## src/source/daq_frame_params.svh

```systemverilog
`ifndef DAQ_FRAME_PARAMS_SVH
`define DAQ_FRAME_PARAMS_SVH

//////////////////////////////////////////////////////////////////////
// Ordered-set octets
//////////////////////////////////////////////////////////////////////

// Comma, first octet of every idle word
`define DAQ_K28_5 8'hBC
`define DAQ_D16_2 8'h50
// Start of packet /S/
`define DAQ_K27_7 8'hFB
// End of packet /T/
`define DAQ_K29_7 8'hFD
// Carrier extend /R/
`define DAQ_K23_7 8'hF7
`define DAQ_PRMBL 8'h55
`define DAQ_SOF_BYTE 8'hD5

// Plain preamble words between SOP and SOF
`define DAQ_PREAMBLE_WORDS 2

// CRC-16 CCITT, MSB first
`define DAQ_CRC_POLY 16'h1021
`define DAQ_CRC_INIT 16'hFFFF

// Redundant datapath lanes
`define DAQ_TMR_LANES 3

`endif
```

## src/source/daq_frame_pkg.sv

```systemverilog
package daq_frame_pkg;

	typedef logic [15:0] tx_word_t; // Low byte goes first on the line
	typedef logic [1:0]  char_k_t;  // Bit 0 flags the low byte
	typedef logic [15:0] crc_t;
	typedef logic [2:0]  rom_sel_t;

	// Ordered-set selector codes
	localparam rom_sel_t ROM_IDLE    = 3'd0;
	localparam rom_sel_t ROM_SOP_PRE = 3'd1; // SOP plus first preamble octet
	localparam rom_sel_t ROM_PREAMBLE = 3'd2;
	localparam rom_sel_t ROM_SOF_PRE = 3'd3; // Preamble octet plus SOF
	localparam rom_sel_t ROM_EOP     = 3'd5;
	localparam rom_sel_t ROM_EXTEND  = 3'd6;

	typedef enum logic [2:0] {
		ST_IDLE,
		ST_SOP,
		ST_PREAMBLE,
		ST_SOF,
		ST_DATA,
		ST_CRC,
		ST_EOP,
		ST_EXTEND
	} frm_state_t;

	// Control from the frame FSM, shared by all lanes
	typedef struct packed {
		rom_sel_t rom_sel;
		logic     clr_crc;
		logic     crc_calc; // Data word accepted this cycle
		logic     send_crc;
	} lane_ctrl_t;

	typedef struct packed {
		tx_word_t word;
		char_k_t  char_k;
	} lane_out_t;

endpackage

```

## src/source/daq_frame_tx.sv

```systemverilog
`timescale 1ns/100ps
`include "daq_frame_params.svh"

module daq_frame_tx
	import daq_frame_pkg::*;
(
	input  logic      usr_clk_wordwise,
	input  logic      arst,
	input  tx_word_t  txd_i,
	input  logic      txd_vld_i,
	output logic      tx_ack_o,
	output lane_out_t tx_word_o
);

	logic       rst;
	logic [3:0] rst_sync;
	lane_ctrl_t lane_ctrl;
	lane_out_t  lane_out [`DAQ_TMR_LANES];

	//////////////////////////////////////////////////////////////////////
	// Reset synchronizer
	//////////////////////////////////////////////////////////////////////

	// Asserts at once, releases after four clocks
	always_ff @(posedge usr_clk_wordwise or posedge arst)
	begin
		if (arst)
			rst_sync <= '1;
		else
			rst_sync <= {rst_sync[2:0], 1'b0};
	end

	assign rst = rst_sync[3];

	frame_proc_fsm i_frame_proc_fsm (
		.usr_clk_wordwise (usr_clk_wordwise),
		.rst_i            (rst),
		.txd_vld_i        (txd_vld_i),
		.lane_ctrl_o      (lane_ctrl),
		.tx_ack_o         (tx_ack_o)
	);

	//////////////////////////////////////////////////////////////////////
	// Triplicated word datapath
	//////////////////////////////////////////////////////////////////////

	for (genvar g = 0; g < `DAQ_TMR_LANES; g++)
	begin : g_lane
		frame_lane i_frame_lane (
			.usr_clk_wordwise (usr_clk_wordwise),
			.rst_i            (rst),
			.txd_i            (txd_i),
			.lane_ctrl_i      (lane_ctrl),
			.lane_o           (lane_out[g])
		);
	end

	tmr_voter i_tmr_voter (
		.usr_clk_wordwise (usr_clk_wordwise),
		.lanes_i          (lane_out),
		.voted_o          (tx_word_o) // Straight to the transceiver
	);

endmodule

```

## src/source/tmr_voter.sv

```systemverilog
`timescale 1ns/100ps
`include "daq_frame_params.svh"

module tmr_voter
	import daq_frame_pkg::*;
(
	input  logic      usr_clk_wordwise,
	input  lane_out_t lanes_i [`DAQ_TMR_LANES],
	output lane_out_t voted_o
);

	//////////////////////////////////////////////////////////////////////
	// Two-of-three majority, bit by bit
	//////////////////////////////////////////////////////////////////////

	// Word and K flags voted together
	assign voted_o = (lanes_i[0] & lanes_i[1])
		| (lanes_i[1] & lanes_i[2])
		| (lanes_i[0] & lanes_i[2]);
endmodule

```

## src/source/frame_proc_fsm.sv

```systemverilog
`timescale 1ns/100ps
`include "daq_frame_params.svh"

module frame_proc_fsm
	import daq_frame_pkg::*;
(
	input  logic       usr_clk_wordwise,
	input  logic       rst_i,
	input  logic       txd_vld_i,
	output lane_ctrl_t lane_ctrl_o,
	output logic       tx_ack_o
);

	frm_state_t state_q;   // Registered state
	frm_state_t state;     // Effective state this cycle
	frm_state_t state_nxt;
	logic [3:0] prmbl_cnt;

	// Data ends in the very cycle valid drops, so CRC goes out right behind it
	always_comb
	begin
		if (state_q == ST_DATA && !txd_vld_i)
			state = ST_CRC;
		else
			state = state_q;
	end

	always_comb
	begin
		state_nxt = state;
		case (state)
			ST_IDLE:
			begin
				if (txd_vld_i)
					state_nxt = ST_SOP;
			end
			ST_SOP:      state_nxt = ST_PREAMBLE;
			ST_PREAMBLE:
			begin
				if (prmbl_cnt == 4'(`DAQ_PREAMBLE_WORDS - 1))
					state_nxt = ST_SOF;
			end
			ST_SOF:      state_nxt = ST_DATA;
			ST_DATA:     state_nxt = ST_DATA; // Held while valid stays high
			ST_CRC:      state_nxt = ST_EOP;
			ST_EOP:      state_nxt = ST_EXTEND;
			ST_EXTEND:   state_nxt = ST_IDLE;
			default:     state_nxt = ST_IDLE;
		endcase
	end

	always_ff @(posedge usr_clk_wordwise or posedge rst_i)
	begin
		if (rst_i)
		begin
			state_q   <= ST_IDLE;
			prmbl_cnt <= '0;
		end
		else
		begin
			state_q <= state_nxt;
			if (state == ST_PREAMBLE)
				prmbl_cnt <= prmbl_cnt + 4'd1; // Preamble words sent so far
			else
				prmbl_cnt <= '0;
		end
	end

	//////////////////////////////////////////////////////////////////////
	// Lane control decode
	//////////////////////////////////////////////////////////////////////

	always_comb
	begin
		lane_ctrl_o = '{rom_sel: ROM_IDLE, clr_crc: 1'b0, crc_calc: 1'b0, send_crc: 1'b0};
		case (state)
			ST_SOP:      lane_ctrl_o.rom_sel = ROM_SOP_PRE;
			ST_PREAMBLE: lane_ctrl_o.rom_sel = ROM_PREAMBLE;
			ST_SOF:
			begin
				lane_ctrl_o.rom_sel = ROM_SOF_PRE;
				lane_ctrl_o.clr_crc = 1'b1; // Fresh CRC for the coming data
			end
			ST_DATA:     lane_ctrl_o.crc_calc = 1'b1;
			ST_CRC:      lane_ctrl_o.send_crc = 1'b1;
			ST_EOP:      lane_ctrl_o.rom_sel = ROM_EOP;
			ST_EXTEND:   lane_ctrl_o.rom_sel = ROM_EXTEND;
			default:     lane_ctrl_o.rom_sel = ROM_IDLE;
		endcase
	end

	// Host starts data on the next clock
	assign tx_ack_o = (state == ST_SOF);
endmodule

```

## src/source/frame_lane.sv

```systemverilog
`timescale 1ns/100ps
`include "daq_frame_params.svh"

module frame_lane
	import daq_frame_pkg::*;
(
	input  logic       usr_clk_wordwise,
	input  logic       rst_i,
	input  tx_word_t   txd_i,
	input  lane_ctrl_t lane_ctrl_i,
	output lane_out_t  lane_o
);

	// K28.5 then D16.2
	localparam lane_out_t IDLE_OUT = '{word: {`DAQ_D16_2, `DAQ_K28_5}, char_k: 2'b01};

	crc_t      crc;
	lane_out_t rom_word;

	crc16_word i_crc16_word (
		.usr_clk_wordwise (usr_clk_wordwise),
		.rst_i            (rst_i),
		.clr_i            (lane_ctrl_i.clr_crc),
		.calc_i           (lane_ctrl_i.crc_calc),
		.data_i           (txd_i),
		.crc_o            (crc)
	);

	//////////////////////////////////////////////////////////////////////
	// Ordered-set ROM with matching K flags
	//////////////////////////////////////////////////////////////////////

	always_comb
	begin
		case (lane_ctrl_i.rom_sel)
			ROM_SOP_PRE:
				rom_word = '{word: {`DAQ_PRMBL, `DAQ_K27_7}, char_k: 2'b01};
			ROM_PREAMBLE:
				rom_word = '{word: {`DAQ_PRMBL, `DAQ_PRMBL}, char_k: 2'b00};
			ROM_SOF_PRE:
				rom_word = '{word: {`DAQ_SOF_BYTE, `DAQ_PRMBL}, char_k: 2'b00};
			ROM_EOP: // EOP plus first extend
				rom_word = '{word: {`DAQ_K23_7, `DAQ_K29_7}, char_k: 2'b11};
			ROM_EXTEND:
				rom_word = '{word: {`DAQ_K23_7, `DAQ_K23_7}, char_k: 2'b11};
			default:
				rom_word = IDLE_OUT;
		endcase
	end

	//////////////////////////////////////////////////////////////////////
	// Output register
	//////////////////////////////////////////////////////////////////////

	// CRC wins over data, data over ordered sets
	always_ff @(posedge usr_clk_wordwise or posedge rst_i)
	begin
		if (rst_i)
			lane_o <= IDLE_OUT; // Line idles through reset
		else if (lane_ctrl_i.send_crc)
			lane_o <= '{word: crc, char_k: 2'b00};
		else if (lane_ctrl_i.crc_calc)
			lane_o <= '{word: txd_i, char_k: 2'b00}; // Host data passes unchanged
		else
			lane_o <= rom_word;
	end

endmodule

```

## src/source/crc16_word.sv

```systemverilog
`timescale 1ns/100ps
`include "daq_frame_params.svh"

module crc16_word
	import daq_frame_pkg::*;
(
	input  logic     usr_clk_wordwise,
	input  logic     rst_i,
	input  logic     clr_i,
	input  logic     calc_i,
	input  tx_word_t data_i,
	output crc_t     crc_o
);

	// Sixteen serial CRC steps folded into one clock
	function automatic crc_t crc_step(input crc_t crc_in, input tx_word_t data);
		crc_t c;
		c = crc_in;
		for (int i = 15; i >= 0; i--)
		begin
			if (c[15] ^ data[i])
				c = {c[14:0], 1'b0} ^ `DAQ_CRC_POLY;
			else
				c = {c[14:0], 1'b0};
		end
		return c;
	endfunction

	always_ff @(posedge usr_clk_wordwise or posedge rst_i)
	begin
		if (rst_i)
			crc_o <= `DAQ_CRC_INIT;
		else if (clr_i)
			crc_o <= `DAQ_CRC_INIT;
		else if (calc_i)
			crc_o <= crc_step(crc_o, data_i);
	end

endmodule

```

## config.mk

```make
export PLATFORM = sky130hd
export DESIGN_NAME = daq_frame_tx
export DESIGN_NICKNAME = d
export VERILOG_FILES = /design/src/source/daq_frame_pkg.sv /design/src/source/daq_frame_tx.sv /design/src/source/tmr_voter.sv /design/src/source/frame_proc_fsm.sv /design/src/source/frame_lane.sv /design/src/source/crc16_word.sv
export VERILOG_INCLUDE_DIRS = /design/src /design/src/source
export SDC_FILE = /design/constraint.sdc
export NUM_CORES = 1
export LEC_CHECK = 0
export ABC_CLOCK_PERIOD_IN_PS = 2100
export BUFFER_PORTS_ARGS = -buffer_cell sky130_fd_sc_hd__buf_2
export CORE_MARGIN = 4
export CORE_UTILIZATION = 30
export CTS_CLUSTER_SIZE = 12
export DETAILED_ROUTE_END_ITERATION = 8
export HOLD_SLACK_MARGIN = 0.1
export PLACE_DENSITY = 0.5
export RECOVER_POWER = 25
export REMOVE_ABC_BUFFERS = 1
export SLEW_MARGIN = 10
export SYNTH_ARGS = -nofsm -noshare
export SYNTH_HDL_FRONTEND = slang
export SYNTH_HIERARCHICAL = 1
export SYNTH_SLANG_ARGS = --single-unit
export TNS_END_PERCENT = 1
```

## constraint.sdc

```tcl
create_clock -name usr_clk_wordwise -period 2.1 [get_ports usr_clk_wordwise]
set_input_delay 0.315 -clock usr_clk_wordwise [delete_from_list [all_inputs] [get_ports usr_clk_wordwise]]
set_output_delay 0.315 -clock usr_clk_wordwise [all_outputs]
set_load 0.01 [all_outputs]
```

==> run_results.csv <==
group,metric,value,unit
route,dr.first_iter.drc_count,280,
floorplan,core,0.0226,sq mm
critical_path,cpPeakStageDelay,550,ps
critical_path,crit_family,"XOR/XNOR gates",
global_routing,grt_util_all_layers,0.161,
yosys,synthCells,592,
finish,antenna_cells,0,
global_routing,antenna_found_initial,0,
clock_network,cts_made_buffers,17,
sta,skew,7.76,ps
yosys,synthDistinctLibCells,54,
clock_network,root_buffer,"clkbuf_16",
critical_path,cpMaxStageDelayCell,"dfstp_2",
route,avgViaCountPerCell,4.89,
power,power_density,2200,mW/mm^2
yosys,ys.warnings.count,6,
critical_path,ff2ff_setup_slack,-10,ps
global_routing,overflow,0,
floorplan,die_h,160,um
sta,fmax,474,MHz
finish,post-route-util,0.389,
sta,hold_violations,0,
placement,portBuffers,37,
global_routing,grt_pass1_wl,31700,um
critical_path,setup.worst_path.end,"g_lane[2].i_frame_lane/i_crc16_word/crc_o[15]",
placement,dpl-instance-area,0.00808,sq mm
yosys,yosysMostFrequentCell,"dfstp_2",
critical_path,rr_endpoint,"g_lane[2].i_frame_lane/i_crc16_word/crc_o[15]",
sta,layout_min_cycle_time,2110,ps
critical_path,cp.arrival,2460,ps
critical_path,end_kind,"register",
critical_path,r2r-start,"g_lane[2].i_frame_lane/i_crc16_word/crc_o[15]",
route,wire_per_inst,19.5,um
route,first_pass_iters,5,
floorplan,rows,55,
yosys,synth-seq-cells,113,
global_routing,grt_max_degree,43,
critical_path,worst_r2r_path_depth,5,
finish,syn_to_final_growth,27.2,%
global_routing,grt_pass1_vias,5290,
sta,finalWorstSetupSlack,-10.9,ps
yosys,synthesis.area,0.00692,sq mm
clock_network,clk_latency,420,ps
critical_path,path_depth,5,
yosys,async_reset_ff_frac,1.00,
critical_path,start_kind,"register",
critical_path,crit_buf_inv,0,
critical_path,startpoint,"g_lane[2].i_frame_lane/i_crc16_word/crc_o[15]",
min_path,hold_path_class,"in2reg",
floorplan,pin_count,38,
critical_path,path_common_cell,"xnor2_2",
yosys,synth_edf_count,0,
route,detail-route-antenna-nets,0,
finish,nNetsFinal,740,
yosys,ys_seq_area_frac,0.423,
clock_network,htree_num_levels,4,
sta,setup-violations-final,5,
route,vias,4977,
yosys,synth_flop_cell,"dfstp_2",
sta,tightest_slew,868,ps
yosys,synth_top_area_frac,0.289,
route,drcViolationCount,0,
critical_path,critPathRequiredTime,2450,ps
clock_network,path_clk_slew,50,ps
finish,drive_above_1_share,0.463,
status,violations,"negative setup slack",
critical_path,crit_type,"reg2reg",
floorplan,die_w,160,um
sta,rsz0062_at_grt,"true",
critical_path,worstPathCellList,"xnor2_2, xnor3_2, xnor2_2, xor3_1, o31a_1",
yosys,synth_top_area_cell,"dfstp_2",
finish,fin_area,0.00880,sq mm
sta,slew_violations,0,
route,wl,19800,um
clock_network,cts_tree,"done",
floorplan,start_util,0.305,
yosys,ys_top_cells_by_count,"dfstp_2, xnor2_1, nor2_1, dfrtp_1, xor2_1",
clock_network,cts_sinks,113,
critical_path,critPathMaxFanout,2,
run,maxCapViolations,0,
placement,place_congestion,0.859,
yosys,postSynthAreaPerCell,11.7,sq um
clock_network,clockBufferDepth,2,
status,status,"finished, violations left",
floorplan,die_area,0.0255,sq mm
sta,slew_headroom,0.422,
sta,setup_tns,-35.7,ps
power,p_leak,3.84,nW
placement,hpwl,15000,um
sta,post-route-period-util,1.01,
power,vdd_drop_max,0.972,mV
yosys,synth.area.top_cells,"dfstp_2, dfrtp_1, xnor2_1",
## cells in the final DEF (no fill, tap or decap), types with 11 or more instances in the layout
master and count:
nor2b_1 15, dfrtp_1 37, and3_1 11, inv_1 20, buf_2 37, o21bai_1 12
clkbuf_16 17, xnor2_2 21, or2_2 12, nor2_1 43, maj3_2 18, a221o_1 21
buf_4 94, a21oi_1 30, dfstp_2 75, xor2_1 33, xnor2_1 62, a211o_1 15
## report_power, final
part           internal (W)  switching [W]  total, W
logic               0.00679        0.00559    0.0124
clock network       0.00184        0.00108   0.00292
registers           0.00344       0.000651   0.00409
total                0.0121        0.00732    0.0194
## per-stage QoR
stage                     worst slack (ps)  total power (W)  std cells  hold slack, ps
after detailed placement              -155           0.0161        982             270
after global placement                -102           0.0159        982             264
after global routing                  -106           0.0206       1017             198
after CTS                            -28.4           0.0194       1017             186
final                                -10.9           0.0194       1017             215
after floorplan                      -2540           0.0118        562             189
## area by class of cell
type	count	area, sq um
fillers	2164	13800
multi-input cells	429	3850
inverters	20	75.1
repair buffers	138	996
clock inverters	12	133
flip-flops and latches	113	2920
clock buffers	20	467
well taps	285	357
## per-layer routing
| layer | vias to the layer above | part of all wire | global-route usage |
|---|---|---|---|
| li1 | 2326 | - | - |
| met1 | 2513 | 0.48 | 0.234 |
| met2 | 119 | 0.45 | 0.244 |
| met3 | 19 | 0.050 | 0.0310 |
| met4 | 0 | 0.014 | 0.0512 |
| met5 | - | 0 | 0 |
## how the worst min path moves through the flow
stage | startpoint | cells after the start | to | slack (ps)
2_1_floorplan | rst_sync[3] | 1 | i_frame_proc_fsm/prmbl_cnt[0] | 190
3_3_place_gp | rst_sync[3] | 1 | i_frame_proc_fsm/state_q[2] | 260
3_5_place_dp | rst_sync[3] | 1 | i_frame_proc_fsm/prmbl_cnt[3] | 270
4_1_cts | txd_vld_i | 3 | i_frame_proc_fsm/state_q[1] | 190
5_1_grt | txd_vld_i | 3 | i_frame_proc_fsm/state_q[1] | 200
6_report | txd_vld_i | 3 | i_frame_proc_fsm/state_q[1] | 210
## flip-flops by register name, indices dropped and copies added, names as in the netlist
| name | flops |
|---|---|
| g_lane.i_frame_lane/lane_o | 54 |
| g_lane.i_frame_lane/i_crc16_word/crc_o | 48 |
| i_frame_proc_fsm/prmbl_cnt | 4 |
| rst_sync | 4 |
| i_frame_proc_fsm/state_q | 3 |
## logic make-up (layout without fill, tap and decap cells)
group                    after synthesis  in the layout  synth area share
AO/OA/AOI/OAI                        123            123             0.140
AND/OR/NAND/NOR                      134            134             0.107
XOR/XNOR                             143            143             0.247
buffers and inverters                 50            190            0.0375
flip-flops                           113            113             0.423
adder cells (fa/ha/maj)               20             20            0.0329
other                                  1              1          0.000542
multiplexers                           8              8            0.0118
## worst min-delay path, stage by stage
cell,delay (ps)
buf_2,100
nand2b_1,90
a21boi_0,80
## what timing repair did
item / CTS / global route
hold endpoints to repair: 4 / 0
gates resized for setup: 8 / 6
setup endpoints to repair: 14 / 23
hold buffers: 1 / 0
setup buffers: 2 / 0
pin swaps: 9 / 4
Note: power is estimated with default switching activity, not from simulation.
